===== config.mk =====
export PLATFORM = sky130hd
export DESIGN_NAME = mc_wh_link_adapter
export DESIGN_NICKNAME = d
export VERILOG_FILES = /design/src/verilog/mc_wh_pkg.sv /design/src/verilog/wh_packetizer.sv /design/src/verilog/wh_depacketizer.sv /design/src/verilog/mc_wh_link_adapter.sv
export VERILOG_INCLUDE_DIRS = /design/src /design/src/verilog
export SDC_FILE = /design/constraint.sdc
export NUM_CORES = 1
export LEC_CHECK = 0
export BUFFER_PORTS_ARGS = -buffer_cell sky130_fd_sc_hd__buf_2
export CELL_PAD_IN_SITES_DETAIL_PLACEMENT = 1
export CELL_PAD_IN_SITES_GLOBAL_PLACEMENT = 1
export CORE_ASPECT_RATIO = 0.6
export CORE_MARGIN = 5
export CORE_UTILIZATION = 50
export CTS_BUF_LIST = sky130_fd_sc_hd__clkbuf_2
export DETAILED_ROUTE_END_ITERATION = 12
export PLACE_DENSITY = 0.89
export SLEW_MARGIN = 20
export SYNTH_ARGS = -nofsm -noshare
export SYNTH_HDL_FRONTEND = slang
export SYNTH_SLANG_ARGS = --single-unit

===== constraint.sdc =====
create_clock -name mc_clk_i -period 8.79 [get_ports mc_clk_i]
set_input_delay 0.4395 -clock mc_clk_i [delete_from_list [all_inputs] [get_ports mc_clk_i]]
set_output_delay 0.4395 -clock mc_clk_i [all_outputs]
set_load 0.05 [all_outputs]

===== src/verilog/mc_wh_cfg.svh =====
// Width and reset-depth macros for the manycore-to-wormhole adapter; include before use
`ifndef MC_WH_CFG_SVH
`define MC_WH_CFG_SVH

// Manycore packet fields
`define MC_WH_ADDR_WIDTH 16
`define MC_WH_DATA_WIDTH 32
`define MC_WH_X_CORD_WIDTH 4
`define MC_WH_Y_CORD_WIDTH 4

// Wormhole link
`define MC_WH_FLIT_WIDTH 16
`define MC_WH_CORD_WIDTH 8
`define MC_WH_LEN_WIDTH 4

// Registers between reset_i and the engines
`define MC_WH_RESET_DEPTH 3

`endif


===== src/verilog/mc_wh_pkg.sv =====
// Packet and flit types shared by the adapter RTL and its testbench
`include "mc_wh_cfg.svh"

package mc_wh_pkg;

  // Forward net request, 58 bits
  typedef struct packed
  {
    logic [1:0]                         op;
    logic [`MC_WH_ADDR_WIDTH-1:0]       addr;
    logic [`MC_WH_DATA_WIDTH-1:0]       data;
    logic [`MC_WH_X_CORD_WIDTH-1:0]     src_x;
    logic [`MC_WH_Y_CORD_WIDTH-1:0]     src_y;
  } mc_fwd_packet_t;

  // Reverse net response, 34 bits
  typedef struct packed
  {
    logic [1:0]                         op;
    logic [`MC_WH_DATA_WIDTH-1:0]       data;
  } mc_rev_packet_t;

  // Header flit
  // Cord sits in the low bits, len above it, zeros at the top
  typedef struct packed
  {
    logic [`MC_WH_FLIT_WIDTH-`MC_WH_LEN_WIDTH-`MC_WH_CORD_WIDTH-1:0] pad;
    logic [`MC_WH_LEN_WIDTH-1:0]                                     len;
    logic [`MC_WH_CORD_WIDTH-1:0]                                    cord;
  } wh_header_t;

endpackage


===== src/verilog/wh_packetizer.sv =====
// Splits a strobed manycore packet into header and body flits; one instance per net
`include "mc_wh_cfg.svh"

module wh_packetizer
  #(parameter type payload_t = logic [`MC_WH_FLIT_WIDTH-1:0])
  (input  logic                         mc_clk_i
  ,input  logic                         reset_i

  // Manycore side
  ,input  logic                         v_i
  ,input  payload_t                     packet_i
  ,input  logic [`MC_WH_CORD_WIDTH-1:0] dest_cord_i

  // Wormhole side
  ,output logic                         v_o
  ,output logic [`MC_WH_FLIT_WIDTH-1:0] flit_o
  );

  localparam int payload_width_lp = $bits(payload_t);
  localparam int num_body_lp =
    (payload_width_lp + `MC_WH_FLIT_WIDTH - 1) / `MC_WH_FLIT_WIDTH;
  localparam int padded_width_lp = num_body_lp * `MC_WH_FLIT_WIDTH;
  localparam logic [`MC_WH_LEN_WIDTH-1:0] body_len_lp = num_body_lp[`MC_WH_LEN_WIDTH-1:0];

  mc_wh_pkg::wh_header_t           header;
  logic [padded_width_lp-1:0]      packet_pad;
  logic [padded_width_lp-1:0]      shift_r;
  logic [`MC_WH_LEN_WIDTH-1:0]     cnt_r;
  logic                            busy;
  logic                            v_r;
  logic [`MC_WH_FLIT_WIDTH-1:0]    flit_r;

  // Header from the destination and the fixed body length
  always_comb
  begin
    header      = '0;
    header.cord = dest_cord_i;
    header.len  = body_len_lp;
  end

  // Zero the unused top bits of the last flit
  always_comb
  begin
    packet_pad                         = '0;
    packet_pad[payload_width_lp-1:0]   = packet_i;
  end

  // Body flits still to send
  assign busy = (cnt_r != '0);

  always_ff @(posedge mc_clk_i)
  begin
    if (reset_i)
    begin
      v_r   <= 1'b0;
      cnt_r <= '0;
    end
    else if (v_i)
    begin
      v_r   <= 1'b1;
      cnt_r <= body_len_lp;
    end
    else if (busy)
    begin
      v_r   <= 1'b1;
      cnt_r <= cnt_r - 1'b1;
    end
    else
    begin
      v_r   <= 1'b0;
    end
  end

  // Flit datapath, least significant part goes first
  always_ff @(posedge mc_clk_i)
  begin
    if (v_i)
    begin
      flit_r  <= header;
      shift_r <= packet_pad;
    end
    else if (busy)
    begin
      flit_r  <= shift_r[`MC_WH_FLIT_WIDTH-1:0];
      shift_r <= shift_r >> `MC_WH_FLIT_WIDTH;
    end
  end

  assign v_o    = v_r;
  assign flit_o = flit_r;

  // Sender must not offer a packet before the last body flit goes out
  assert property (@(posedge mc_clk_i) disable iff (reset_i) v_i |-> !busy)
    else $error("wh_packetizer: packet offered while busy");

endmodule


===== src/verilog/wh_depacketizer.sv =====
// Gathers a header and body flits back into one manycore packet; one instance per net
`include "mc_wh_cfg.svh"

module wh_depacketizer
  #(parameter type payload_t = logic [`MC_WH_FLIT_WIDTH-1:0])
  (input  logic                         mc_clk_i
  ,input  logic                         reset_i

  // Wormhole side
  ,input  logic                         v_i
  ,input  logic [`MC_WH_FLIT_WIDTH-1:0] flit_i

  // Manycore side
  ,output logic                         v_o
  ,output payload_t                     packet_o
  );

  localparam int payload_width_lp = $bits(payload_t);
  localparam int num_body_lp =
    (payload_width_lp + `MC_WH_FLIT_WIDTH - 1) / `MC_WH_FLIT_WIDTH;
  localparam int padded_width_lp = num_body_lp * `MC_WH_FLIT_WIDTH;

  typedef enum logic {idle_s, body_s} state_e;

  state_e                          state_r;
  mc_wh_pkg::wh_header_t           header;
  logic [`MC_WH_LEN_WIDTH-1:0]     cnt_r;
  logic [padded_width_lp-1:0]      shift_r;
  logic [padded_width_lp-1:0]      shift_next;
  logic                            last_flit;
  logic                            v_r;
  payload_t                        packet_r;

  assign header = flit_i;

  // New flit enters at the top, so the first body flit ends at the bottom
  assign shift_next = (shift_r >> `MC_WH_FLIT_WIDTH)
                    | (padded_width_lp'(flit_i) << (padded_width_lp - `MC_WH_FLIT_WIDTH));

  assign last_flit = (state_r == body_s) && v_i && (cnt_r == 1);

  always_ff @(posedge mc_clk_i)
  begin
    if (reset_i)
    begin
      state_r <= idle_s;
      cnt_r   <= '0;
      v_r     <= 1'b0;
    end
    else
    begin
      v_r <= last_flit;
      case (state_r)
        idle_s:
        begin
          if (v_i)
          begin
            cnt_r   <= header.len;
            state_r <= body_s;
          end
        end
        body_s:
        begin
          if (v_i)
          begin
            cnt_r <= cnt_r - 1'b1;
            if (cnt_r == 1)
              state_r <= idle_s;
          end
        end
        default: state_r <= idle_s;
      endcase
    end
  end

  // Holding register and packet output
  always_ff @(posedge mc_clk_i)
  begin
    if ((state_r == body_s) && v_i)
      shift_r <= shift_next;
    if (last_flit)
      packet_r <= payload_t'(shift_next[payload_width_lp-1:0]);
  end

  assign v_o      = v_r;
  assign packet_o = packet_r;

  // Far-end packetizer must announce the body count of this payload type
  assert property (@(posedge mc_clk_i) disable iff (reset_i)
                   (state_r == idle_s && v_i) |-> (header.len == num_body_lp))
    else $error("wh_depacketizer: header len %0d, expected %0d", header.len, num_body_lp);

endmodule


===== src/verilog/mc_wh_link_adapter.sv =====
// Top level adapter between a manycore link and a wormhole network, one clock domain
`include "mc_wh_cfg.svh"

module mc_wh_link_adapter
  (input  logic                         mc_clk_i
  ,input  logic                         reset_i

  // Held stable while traffic flows
  ,input  logic [`MC_WH_CORD_WIDTH-1:0] mc_dest_cord_i

  // Manycore forward net
  ,input  logic                         mc_fwd_v_i
  ,input  mc_wh_pkg::mc_fwd_packet_t    mc_fwd_packet_i
  ,output logic                         mc_fwd_v_o
  ,output mc_wh_pkg::mc_fwd_packet_t    mc_fwd_packet_o

  // Manycore reverse net
  ,input  logic                         mc_rev_v_i
  ,input  mc_wh_pkg::mc_rev_packet_t    mc_rev_packet_i
  ,output logic                         mc_rev_v_o
  ,output mc_wh_pkg::mc_rev_packet_t    mc_rev_packet_o

  // Wormhole forward net
  ,output logic                         wh_fwd_v_o
  ,output logic [`MC_WH_FLIT_WIDTH-1:0] wh_fwd_flit_o
  ,input  logic                         wh_fwd_v_i
  ,input  logic [`MC_WH_FLIT_WIDTH-1:0] wh_fwd_flit_i

  // Wormhole reverse net
  ,output logic                         wh_rev_v_o
  ,output logic [`MC_WH_FLIT_WIDTH-1:0] wh_rev_flit_o
  ,input  logic                         wh_rev_v_i
  ,input  logic [`MC_WH_FLIT_WIDTH-1:0] wh_rev_flit_i
  );

  logic [`MC_WH_RESET_DEPTH-1:0] reset_r;
  logic                          engine_reset;

  // Reset pipeline, eases fanout to the engines
  always_ff @(posedge mc_clk_i)
  begin
    reset_r <= {reset_r[`MC_WH_RESET_DEPTH-2:0], reset_i};
  end

  assign engine_reset = reset_r[`MC_WH_RESET_DEPTH-1];

  // Forward net, manycore to wormhole
  wh_packetizer #(.payload_t(mc_wh_pkg::mc_fwd_packet_t)) fwd_tx
    (.mc_clk_i    (mc_clk_i)
    ,.reset_i     (engine_reset)
    ,.v_i         (mc_fwd_v_i)
    ,.packet_i    (mc_fwd_packet_i)
    ,.dest_cord_i (mc_dest_cord_i)
    ,.v_o         (wh_fwd_v_o)
    ,.flit_o      (wh_fwd_flit_o)
    );

  // Reverse net, manycore to wormhole
  wh_packetizer #(.payload_t(mc_wh_pkg::mc_rev_packet_t)) rev_tx
    (.mc_clk_i    (mc_clk_i)
    ,.reset_i     (engine_reset)
    ,.v_i         (mc_rev_v_i)
    ,.packet_i    (mc_rev_packet_i)
    ,.dest_cord_i (mc_dest_cord_i)
    ,.v_o         (wh_rev_v_o)
    ,.flit_o      (wh_rev_flit_o)
    );

  // Forward net, wormhole to manycore
  wh_depacketizer #(.payload_t(mc_wh_pkg::mc_fwd_packet_t)) fwd_rx
    (.mc_clk_i    (mc_clk_i)
    ,.reset_i     (engine_reset)
    ,.v_i         (wh_fwd_v_i)
    ,.flit_i      (wh_fwd_flit_i)
    ,.v_o         (mc_fwd_v_o)
    ,.packet_o    (mc_fwd_packet_o)
    );

  // Reverse net, wormhole to manycore
  wh_depacketizer #(.payload_t(mc_wh_pkg::mc_rev_packet_t)) rev_rx
    (.mc_clk_i    (mc_clk_i)
    ,.reset_i     (engine_reset)
    ,.v_i         (wh_rev_v_i)
    ,.flit_i      (wh_rev_flit_i)
    ,.v_o         (mc_rev_v_o)
    ,.packet_o    (mc_rev_packet_o)
    );

endmodule


== Yosys cells after proc, flatten, opt, wreduce, memory -nomap -nowiden ==
Index checks and enable logic that the tools add are counted.
W data, S select, Z words.

* Word-level logic and storage cells: 84
* Output and inout port bits: 128
* Register bits: 353
* Input port bits: 138

* Reduce and logical (&&, ||, !) cells: 12
* Bitwise logic cells: 4
* Mux-type cells: 30
* Add/sub/neg operators: 4
* Equality and inequality tests: 6

{| class="wikitable"
|+ Operators by type and width
! cell !! number
|-
| $mux W58 || 2
|-
| $mux W34 || 2
|-
| $or A48 B64 Y64 || 1
|-
| $or A32 B48 Y48 || 1
|-
| $mux W8 || 4
|-
| $mux W4 || 4
|-
| $pmux W4 S2 || 2
|-
| $sub A4 B1 Y4 const B || 4
|-
| $mux W1 || 10
|-
| $eq A4 B1 Y1 const B || 2
|-
| $ne A2 B2 Y1 const B || 4
|-
| $reduce_bool A4 Y1 || 2
|-
| $mux W3 || 2
|-
| $logic_and A1 B1 Y1 || 4
|-
| $mux W2 || 2
|-
| $pmux W1 S2 || 2
|-
| $reduce_and A2 Y1 || 2
|-
| $reduce_bool A2 Y1 || 2
|-
| $reduce_or A2 Y1 || 2
|-
| $not A1 Y1 || 2
|}

== Logic depth before layout (Yosys ltp) ==
Gate-level depths: netlist (run 1).

* Depth in word-level cells: 4
* Depth in mapped cells: 7
* Depth with buffers taken out: 6

== By module ==
A second synthesis (run 1) with hierarchy kept.

* Cells, all modules: 584
* Area, all modules: 11,383.4 um^2

{| class="wikitable"
|+ Modules (own cells, without submodules)
! module !! cells an instance !! seq. area each (um^2) !! instances !! area an instance (um^2)
|-
| wh_depacketizer (fwd_rx) || 145 || 3,303.2 || 1 || 3,518.4
|-
| wh_packetizer (fwd_tx) || 201 || 2,242.2 || 1 || 3,325.7
|-
| wh_depacketizer (rev_rx) || 105 || 2,102.0 || 1 || 2,317.2
|-
| wh_packetizer (rev_tx) || 130 || 1,521.5 || 1 || 2,162.1
|-
| mc_wh_link_adapter || 3 || 60.1 || 1 || 60.1
|}

== Least setup slack after synthesis (run 1) ==
Ideal clock, no wire load.

* Path kind: input to register
* From: in wh_fwd_v_i
* To: reg fwd_rx.packet_r (netlist bit fwd_rx.packet_o[0]) (enable)
* Path buffers: 1
* Path slack: 3.463 ns
* Cell stages on the path: 3
* Setup time: 0.548 ns
* Data required time: 8.242 ns
* Arrival: 4.779 ns
* Cell sequence: clkbuf_1 nand3_1 nor3_1

* Cells in the longest elaborated chain, start to end: 2

{| class="wikitable"
|+ RTL lines
! item !! RTL line !! source
|-
| from (decl) || mc_wh_link_adapter.sv:26 || <nowiki>,input logic wh_fwd_v_i</nowiki>
|-
| $logic_and A1 B1 Y1 (2 in series) || wh_depacketizer.sv:40 || <nowiki>assign last_flit = (state_r == body_s) && v_i && (cnt_r == 1);</nowiki>
|-
| via fwd_rx.last_flit || wh_depacketizer.sv:30 || <nowiki>logic last_flit;</nowiki>
|-
| to (signal assigned) || wh_depacketizer.sv:82 || <nowiki>packet_r <= payload_t'(shift_next[payload_width_lp-1:0]);</nowiki>
|-
| to (decl) || wh_depacketizer.sv:32 || <nowiki>payload_t packet_r;</nowiki>
|}

The timed path passes the listed nets, and every way through them passes these cells.
A chain may end at the register's enable or synchronous reset.

== Final worst setup path (run 1) ==
* From: reg fwd_tx.cnt_r[0]
* To: reg fwd_tx.shift_r[43] (enable)

* Cells in the longest elaborated chain, start to end: 2

{| class="wikitable"
|+ RTL lines
! item !! RTL line !! source
|-
| from (decl) || wh_packetizer.sv:28 || <nowiki>logic [`MC_WH_LEN_WIDTH-1:0] cnt_r;</nowiki>
|-
| from (signal assigned) || wh_packetizer.sv:61 || <nowiki>cnt_r <= body_len_lp;</nowiki>
|-
| from (signal assigned) || wh_packetizer.sv:66 || <nowiki>cnt_r <= cnt_r - 1'b1;</nowiki>
|-
| $reduce_bool A4 Y1 || wh_packetizer.sv:49 || <nowiki>assign busy = (cnt_r != '0);</nowiki>
|-
| $reduce_bool A2 Y1 (no line) || -- ||
|-
| to (signal assigned) || wh_packetizer.sv:80 || <nowiki>shift_r <= packet_pad;</nowiki>
|-
| to (signal assigned) || wh_packetizer.sv:85 || <nowiki>shift_r <= shift_r >> `MC_WH_FLIT_WIDTH;</nowiki>
|-
| to (decl) || wh_packetizer.sv:27 || <nowiki>logic [padded_width_lp-1:0] shift_r;</nowiki>
|}

No other way between the ends.

==> results of run 1 <==
synth_stat cells:
master / count
nor3b_2: 1
nand3_1: 2
nor2b_1: 7
xnor2_1: 4
edfxtp_1: 280
nand2_1: 16
a21oi_1: 14
nand3b_1: 6
o21ai_0: 6
or2_2: 1
nor2_1: 8
a2111oi_4: 1
dfxtp_1: 41
mux2i_1: 3
ha_1: 7
o22a_1: 2
nor3_1: 14
nor4_1: 2
or3b_1: 1
a31oi_1: 2
clkbuf_1: 11
and2_1: 35
inv_2: 1
buf_6: 1
a211oi_1: 4
a221oi_1: 1
inv_1: 14
nand2b_1: 1
nor3b_4: 1
and3b_1: 4
buf_2: 10
mux2_2: 76
a22o_1: 6
how the worst min path moves through the flow:
stage / from / end / slack, ns / depth (start not counted)
2_1_floorplan: reset_r[0] / reset_r[1] / 0.31 / 0
3_3_place_gp: reset_r[1] / reset_r[2] / 0.31 / 0
3_5_place_dp: reset_r[1] / reset_r[2] / 0.32 / 0
4_1_cts: wh_rev_flit_i[5] / rev_rx.shift_r[37] / 0.17 / 2
5_1_grt: reset_i / reset_r[0] / 0.18 / 2
6_report: reset_i / reset_r[0] / 0.25 / 2
power groups by stage:
| stage | registers, mW | clock network [mW] | logic (mW) |
|---|---|---|---|
| detailed placement | 1.88 | 0 | 0.343 |
| CTS | 1.85 | 0.935 | 0.393 |
| global placement | 1.87 | 0 | 0.327 |
| global route | 1.87 | 1.10 | 0.431 |
| floorplan | 1.97 | 0 | 0.138 |
| finish | 1.86 | 0.988 | 0.410 |
kinds of logic after synthesis:
family	Yosys count	synth area share
compound gates	36	0.0222
xor+xnor	4	0.00312
fa+ha+maj	7	0.00780
buf+inv	37	0.0142
flops	321	0.822
mux	79	0.0789
simple gates	99	0.0515
metal layers:
layer | track usage | routed length, µm | vias to the layer above
met5 | 0 | 11 | -
met4 | 0.0912 | 791 | 2
met3 | 0.0848 | 3020 | 58
met2 | 0.474 | 18000 | 398
met1 | 0.326 | 13300 | 3642
li1 | - | - | 3151
cell type report:
type,instances,area (µm²),share of cell area
multi-input cells,225,1850,0.125
diodes,2,5.00,0.000338
flip-flops and latches,321,9230,0.622
well taps,286,358,0.0241
inverters,15,56.3,0.00380
clock buffers,111,556,0.0375
repair buffers,405,2720,0.183
clock inverters,14,57.6,0.00388
worst register-to-register path, cell delays in order, from the launching register on:
cell and delay (ns):
dfxtp_1 0.32, inv_1 0.09, ha_1 0.24, nor3b_4 0.52, nand2b_2 0.58, buf_4 0.52
state kept, by name (all words and copies together) (netlist names):
register	flops
fwd_rx.v_o	1
rev_tx.flit_o	16
fwd_rx.state_r	1
rev_tx.v_o	1
fwd_rx.cnt_r	4
rev_rx.shift_r	32
reset_r	3
fwd_tx.v_o	1
rev_tx.cnt_r	4
rev_rx.v_o	1
fwd_tx.flit_o	16
rev_tx.shift_r	34
fwd_rx.packet_o	58
fwd_tx.cnt_r	4
rev_rx.packet_o	34
rev_rx.cnt_r	4
fwd_rx.shift_r	48
rev_rx.state_r	1
fwd_tx.shift_r	58
stage by stage:
step	hold slack (ns)	setup slack, ns
detailed placement	0.322	5.81
global placement	0.310	5.89
global route	0.180	6.03
floorplan	0.310	3.46
CTS	0.175	6.22
finish	0.253	6.18
==> impl_metrics.toml, run 1 <==
[run_status]
outcome = "finished clean"

[finish]
mostFrequentLayoutCell = "edfxtp_1"
nNetsFinal = 1185
final_cells = 1379
num-fill-cells = 2097
area_delta_synth_final_pct = 32.1
drive_above_1_share = 0.431
final_cell_mix = "edfxtp_1 (280), buf_2 (265), dlygate4sd3_1 (135), clkbuf_2 (111), mux2_2 (76)"
final_util = 0.672
final_cell_area_mm2 = 0.0148

[die]
die_area_mm2 = 0.0256
ios = 266
initial_core_util = 0.509
rows = 42
coreArea_mm2 = 0.0221
die_w_um = 203
die_height_um = 126

[place]
io_buffers = 265
dpl.hpwl_um = 17800
placed_cell_area_mm2 = 0.0129
dpl.cell_count = 1117
place.gp.congestion = 0.752

[power_and_ir_drop]
cell_internal_pwr_mw = 2.28
clkPwrFrac = 0.303
leakage_nw = 5.92
peakVddDrop_mv = 0.147
p_sw_mw = 0.983
pwr-share-comb = 0.126
p_per_area_mw_per_mm2 = 220
p_seq_frac = 0.572
fin_total_pwr_mw = 3.26
p_sw_frac = 0.301

[worst_setup_path]
rr_worst_depth = 5
r2r_start = "fwd_tx.cnt_r[0]"
crit_buf_inv = 2
crit_end = "fwd_tx.shift_r[43]"
cp_cell_sequence = "inv_1, ha_1, nor3b_4, nand2b_2, buf_4"
path_class = "reg2reg"
critPathSlowestCell = "nand2b_2"
max_stage_delay_ns = 0.58
critPathCaptureType = "register"
critical-path-top-delay-family = "simple AND/OR/NAND/NOR gates"
cp_max_fo = 37
startpoint = "fwd_tx.cnt_r[0]"
crit_path_start_kind = "register"
r2r_end = "fwd_tx.shift_r[43]"
cp.required_ns = 9.33
crit_arrival_ns = 3.15
path_depth = 5
reg2reg_slack_ns = 6.18

[timing]
hold_violations = 0
setup_viol = 0
finClkSkew_ns = 0.111
setup-tns-final_ns = 0
final.min_clock_period_ns = 2.61
finalMaxSlewViolations = 0
worstMarginPinSlew_ns = 1.07
slew_headroom = 0.287
fmax_mhz = 383
timing.final.crit_share = 0.297
rsz0062_at_grt = "false"

[synthesis]
syn_area_per_cell_um2 = 19.3
syn_area_mm2 = 0.0112
synth_top_cell_by_area = "edfxtp_1"
synth_area_leaders = "edfxtp_1 (75%), mux2_2 (7.6%), dfxtp_1 (7.3%), and2_1 (2.0%), ha_1 (0.78%)"
ys_ff_latch = 321
syn_nets = 728
ys_types = 33
synth_warnings = 0
netlist_instances = 583
yosysSeqAreaShare = 0.822
synth_top_area_share = 0.749

[grt]
grt_util_all_layers = 0.273
antenna_found_initial = 3
grt_pass1_vias = 8091
grt_pass1_wl_um = 52100
grt_overflow = 0
grt_max_degree = 80

[drt]
num_vias = 7251
drtAntennaViolNets = 0
via_per_inst = 5.26
wl_per_cell_um = 25.5
wl_um = 35100
first_pass_iters = 5
drt_iter0_drc = 549
drcViolationCount = 0

[clock_tree]
htreeDepth = 3
cts_tree = "yes"
cts_hold_buf = 135
cts_buffers = 72
cts_buffer_depth = 3
cts-resized-gates = 0
clkSinkCount = 321
path_clk_slew_ns = 0.11
cts-root-buf = "clkbuf_2"
clock_latency_ns = 0.93
post-cts-setup-buffers = 0

[worst_hold_path]
hold_path_class = "in2reg"

[job]
maxCapViolCount = 0
No activity file was read; power rests on OpenSTA's default activity.
==> run 2, diff against run 1 <==
ABC_AREA = 1   (was not set)
CORE_UTILIZATION = 45   (was 50)
PLACE_DENSITY = 0.84   (was 0.89)
clock period = 2.7 ns   (was 8.79 ns; I/O delays follow)
==> impl_metrics.toml, run 2 <==
[worst_setup_path]
crit_buf_inv = 5
critPathSlowestCell = "dlygate4sd3_1"
path_class = "in2reg"
cp_cell_sequence = "dlygate4sd3_1, buf_2, buf_4, nand2_1, dlygate4sd3_1, nand2_1, dlygate4sd3_1"
cp.required_ns = 3.44
cp_max_fo = 66
critPathCaptureType = "register"
crit_arrival_ns = 2.83
crit_path_start_kind = "primary input"
critical-path-top-delay-family = "buffers and inverters"
cp_common_cell = "dlygate4sd3_1"
max_stage_delay_ns = 0.63

[clock_tree]
cts_buffer_depth = 3
cts_hold_buf = 253
cts-root-buf = "clkbuf_2"
post-cts-setup-buffers = 0
cts_tree = "yes"
cts_buffers = 72
clkSinkCount = 321
path_clk_slew_ns = 0.15
clock_latency_ns = 0.92
htreeDepth = 3
cts-resized-gates = 0

[die]
initial_core_util = 0.452
die_w_um = 215
coreArea_mm2 = 0.0251
die_height_um = 133
die_area_mm2 = 0.0285
ios = 266
rows = 45

[job]
maxCapViolCount = 0

[timing]
slew_headroom = 0.535
finalMaxSlewViolations = 0
finClkSkew_ns = 0.0987
rsz0062_at_grt = "false"
worstMarginPinSlew_ns = 0.698
setup_viol = 0
timing.final.crit_share = 0.776
fmax_mhz = 477
setup-tns-final_ns = 0
hold_violations = 0
final.min_clock_period_ns = 2.10

[synthesis]
synth.most_common_cell = "nand2_1"
synth_edf_count = 280
yosysSeqAreaShare = 0.815
syn_area_mm2 = 0.0113
synth_top_area_share = 0.742
synth_top_family_by_area = "simple AND/OR/NAND/NOR gates"
syn_nets = 970
ys_types = 26
synth_top_cell_by_area = "edfxtp_1"
async_flop_share = 0
synth-compound-area-share = 0.0114
synth-simple-area-share = 0.129
netlist_instances = 825
synth_area_leaders = "edfxtp_1 (74%), nand2_1 (11%), dfxtp_1 (7.2%), inv_1 (2.1%), nor2_1 (1.4%)"
synthXorXnorAreaFrac = 0.00309
synth_ff_type = "edfxtp_1"
syn_area_per_cell_um2 = 13.7
synthAdderAreaFrac = 0.00773
synth_warnings = 0
ys_ff_latch = 321
synth_mux_area_frac = 0
synth_commonest_cells = "nand2_1 (318), edfxtp_1 (280), inv_1 (62)"

[grt]
grt_pass1_wl_um = 64900
grt_overflow = 0
antenna_found_initial = 6
grt_max_degree = 68
grt_util_all_layers = 0.305
grt_pass1_vias = 10100

[drt]
first_pass_iters = 5
num_vias = 9124
drcViolationCount = 0
wl_um = 44300
wl_per_cell_um = 24.6
via_per_inst = 5.07
drt_iter0_drc = 923
drtAntennaViolNets = 0

[place]
io_buffers = 265
placed_cell_area_mm2 = 0.0131
dpl.hpwl_um = 18300
place.gp.congestion = 0.780

[finish]
area_delta_synth_final_pct = 44.1
nNetsFinal = 1550
final_cell_mix = "nand2_1 (317), edfxtp_1 (280), buf_2 (265), dlygate4sd3_1 (254), clkbuf_2 (103)"
final_cell_area_mm2 = 0.0163
drive_above_1_share = 0.275
mostFrequentLayoutCell = "nand2_1"

[worst_hold_path]
hold_path_class = "in2reg"

[power_and_ir_drop]
peakVddDrop_mv = 0.251
leakage_nw = 7.18
p_per_area_mw_per_mm2 = 683

[run_status]
outcome = "finished clean"
## run 2: cell types whose count changed in the layout (fill, tap and decap cells not counted), sizes merged, moves of 11 or more
cell | before | now
clkinv | 11 | 25
inv | 17 | 67
and2 | 35 | 0
mux2 | 76 | 0
dlygate4sd3 | 135 | 254
nand2 | 16 | 320
nor3 | 14 | 3
nor2 | 8 | 45
## run 2: per-stage QoR
stage	std cells	setup slack (ns)	total power, mW	hold WS (ns)	utilization
CTS	1792	0.819	10.7	0.00586	0.650
global placement	1406	0.986	7.14	0.242	0.521
global route	1799	0.595	11.6	-0.00273	0.651
detailed placement	1406	0.902	7.20	0.242	0.521
finish	1799	0.605	11.1	0.0569	0.651
floorplan	825	0.0604	6.79	0.163	-
## run 2: tightest hold or removal path, stage by stage
cell           delay (ns)
dlygate4sd3_1        0.52
buf_2                0.10
nand2_1              0.06
nand2_1              0.07
## run 2: layout make-up
type | instances | area (µm²)
clock inverters | 30 | 186
flip-flops and latches | 321 | 9230
repair buffers | 529 | 3980
fillers | 2542 | 8730
well taps | 329 | 412
clock buffers | 103 | 515
inverters | 67 | 255
diodes | 6 | 15.0
multi-input cells | 414 | 1730
## run 2: cell families after synthesis
family	after synthesis
buffers and inverters	90
XOR/XNOR	4
AND/OR/NAND/NOR	379
adder cells (fa/ha/maj)	7
flip-flops	321
AO/OA/AOI/OAI	24
## run 2: worst paths after layout
check	start	end	slack, ns	cells after the start
setup / recovery	mc_fwd_v_i	fwd_tx.shift_r[16]	0.60	7
hold / removal	mc_fwd_packet_i[2]	fwd_tx.shift_r[2]	0.06	4
setup reg to reg	fwd_rx.state_r	fwd_rx.packet_o[6]	0.85	3
hold reg to reg	rev_rx.shift_r[18]	rev_rx.packet_o[2]	0.35	0
## run 2: where the power goes
part / internal (mW) / switching (mW) / total (mW) / leakage, nW
Combinational: 0.539 / 0.986 / 1.52 / 3.61
Sequential: 5.83 / 0.194 / 6.02 / 3.06
Clock: 1.24 / 2.36 / 3.60 / 0.508
Total: 7.60 / 3.54 / 11.1 / 7.18
## run 2: metal layers
layer,wire (µm),track usage,up-vias
met5,0,0,-
met4,1580,0.115,0
met1,16300,0.353,4512
met3,3460,0.0869,121
li1,-,-,3960
met2,22900,0.543,531
==> run 3, diff against run 2 <==
clock period = 2.1 ns   (was 2.7 ns; I/O delays follow)
==> impl_metrics.toml, run 3 <==
[clock_tree]
cts_buffer_depth = 3
post-cts-setup-buffers = 0
cts-resized-gates = 0
clkSinkCount = 321
cts-root-buf = "clkbuf_2"
cts_buffers = 73
cts_hold_buf = 309
htreeDepth = 3

[run_status]
outcome = "aborted with a tool error"
haltStage = "4_1_cts"
error_line = "[ERROR RSZ-0060] Max buffer count reached."

[synthesis]
synth_area_leaders = "edfxtp_1 (74%), nand2_1 (11%), dfxtp_1 (7.2%), inv_1 (2.1%), nor2_1 (1.4%)"
netlist_instances = 825
synth.most_common_cell = "nand2_1"
synth_commonest_cells = "nand2_1 (318), edfxtp_1 (280), inv_1 (62)"
syn_nets = 970
async_flop_share = 0
ys_types = 26
synth_top_area_share = 0.742
yosysSeqAreaShare = 0.815
synth_top_cell_by_area = "edfxtp_1"
syn_area_per_cell_um2 = 13.7
ys_ff_latch = 321
synth_warnings = 0
synth_ff_type = "edfxtp_1"
syn_area_mm2 = 0.0113
synth_edf_count = 280

[die]
ios = 266
rows = 45
die_w_um = 215
die_height_um = 133
initial_core_util = 0.452

[place]
io_buffers = 265
dpl.cell_count = 1412
place.gp.congestion = 0.765
dpl.hpwl_um = 19200
-- run 3: kinds of logic after synthesis --
| group | share of synthesized area |
|---|---|
| buffers and inverters | 0.0341 |
| flip-flops | 0.815 |
| adder cells (fa/ha/maj) | 0.00773 |
| AO/OA/AOI/OAI | 0.0114 |
| AND/OR/NAND/NOR | 0.129 |
| XOR/XNOR | 0.00309 |
-- run 3: through the flow --
step                worst slack, ns  instance area (µm²)  utilization
floorplan                     0.116                11300            -
global placement              0.428                13100        0.524
detailed placement            0.343                13100        0.524
==> run 4, diff against run 3 <==
CELL_PAD_IN_SITES_DETAIL_PLACEMENT = not set   (was 1)
CELL_PAD_IN_SITES_GLOBAL_PLACEMENT = not set   (was 1)
CORE_ASPECT_RATIO = not set   (was 0.6)
CORE_UTILIZATION = 40   (was 45)
CTS_BUF_LIST = not set   (was sky130_fd_sc_hd__clkbuf_2)
PLACE_DENSITY = not set   (was 0.84)
PLACE_DENSITY_LB_ADDON = 0.15   (was not set)
==> impl_metrics.toml, run 4 (synthesis results as in run 2) <==
[run_status]
outcome = "finished clean"

[drt]
drcViolationCount = 0
drtAntennaViolNets = 0
wl_um = 22900
num_vias = 7108
wl_per_cell_um = 13.8
drt_iter0_drc = 418
first_pass_iters = 5
via_per_inst = 4.28

[worst_setup_path]
r2r_end = "fwd_tx.flit_o[0]"
crit_end = "fwd_tx.flit_o[0]"
startpoint = "fwd_tx.cnt_r[0]"
rr_worst_depth = 6
crit_arrival_ns = 1.88
cp_max_fo = 26
cp.required_ns = 2.30
critPathCaptureType = "register"
crit_path_start_kind = "register"
r2r_start = "fwd_tx.cnt_r[0]"
reg2reg_slack_ns = 0.43
path_class = "reg2reg"

[worst_hold_path]
hold_path_class = "in2reg"
hold_start = "mc_fwd_v_i"

[finish]
final_cell_mix = "nand2_1 (317), edfxtp_1 (280), buf_2 (265), dlygate4sd3_1 (135), inv_1 (61)"
mostFrequentLayoutCell = "nand2_1"
nNetsFinal = 1399
final_cells = 1659
area_delta_synth_final_pct = 38.3
drive_above_1_share = 0.266
final_util = 0.562

[grt]
grt_util_all_layers = 0.143
grt_pass1_wl_um = 36300
grt_max_degree = 67
grt_overflow = 0
antenna_found_initial = 1
grt_pass1_vias = 7261

[place]
place.gp.congestion = 0.748
io_buffers = 265
dpl.cell_count = 1460
dpl.hpwl_um = 14500
pre_cts_slack_ns = 0.417

[clock_tree]
cts-root-buf = "clkbuf_16"
clock_latency_ns = 0.50
cts_tree = "yes"
htreeDepth = 2
cts-resized-gates = 0
cts_buffer_depth = 3
clkSinkCount = 321
cts_hold_buf = 135
post-cts-setup-buffers = 0
cts_buffers = 35
path_clk_slew_ns = 0.06

[timing]
hold_violations = 0
setup_viol = 0
finalMaxSlewViolations = 0
worstMarginPinSlew_ns = 0.614
finClkSkew_ns = 0.0126
timing.final.crit_share = 0.797
setup_ws_ns = 0.426
fmax_mhz = 597
rsz0062_at_grt = "false"
final.min_clock_period_ns = 1.67
slew_headroom = 0.590
setup-tns-final_ns = 0

[die]
rows = 61
initial_core_util = 0.407
die_area_mm2 = 0.0318
die_height_um = 178
ios = 266
die_w_um = 178
coreArea_mm2 = 0.0279

[power_and_ir_drop]
peakVddDrop_mv = 0.645
leakage_nw = 6.81
p_per_area_mw_per_mm2 = 960

[job]
maxCapViolCount = 0
[run 4: per-stage QoR]
| stage | power [mW] | hold slack (ns) | instance area, µm² |
|---|---|---|---|
| 3_5_place_dp | 9.23 | 0.210 | 13200 |
| 4_1_cts | 15.3 | 0.150 | 15700 |
| 3_3_place_gp | 9.22 | 0.211 | 13200 |
| 6_report | 15.0 | 0.174 | 15700 |
| 2_1_floorplan | 8.73 | 0.133 | 11300 |
| 5_1_grt | 15.7 | 0.177 | 15700 |
[run 4: cell type report]
| class | count | area (µm²) |
|---|---|---|
| Clock inverter | 19 | 161 |
| Multi-Input combinational cell | 414 | 1730 |
| Clock buffer | 44 | 941 |
| Timing Repair Buffer | 415 | 2870 |
| Antenna cell | 1 | 2.50 |
| Fill cell | 2278 | 12200 |
| Sequential cell | 321 | 9230 |
| Tap cell | 378 | 473 |
| Inverter | 67 | 255 |
[run 4: how the worst min path moves through the flow]
stage	end	slack, ns	cells after the start
after global routing	rev_tx.shift_r[19]	0.18	3
after detailed placement	reset_r[0]	0.21	1
after CTS	fwd_tx.flit_o[10]	0.15	4
final	fwd_tx.flit_o[10]	0.17	4
after floorplan	reset_r[0]	0.13	0
after global placement	reset_r[0]	0.21	1
[run 4: where the power goes]
group          switching [mW]  internal (mW)
registers               0.163           7.50
logic                    1.06          0.560
clock network            2.31           3.44
[run 4: metal layers]
layer / up-vias / GRT usage / wire length (µm)
met5: - / 0 / 0
met4: 0 / 0.0403 / 439
met3: 36 / 0.0375 / 1910
met2: 243 / 0.229 / 10400
met1: 3207 / 0.195 / 10100
li1: 3622 / - / -
[run 4: worst max-delay path, stage by stage, from the launching register on]
cell and delay (ns):
dfxtp_1 0.32, inv_1 0.06, ha_1 0.23, nand3_2 0.09, inv_2 0.09, nand2_4 0.32
buf_4 0.25
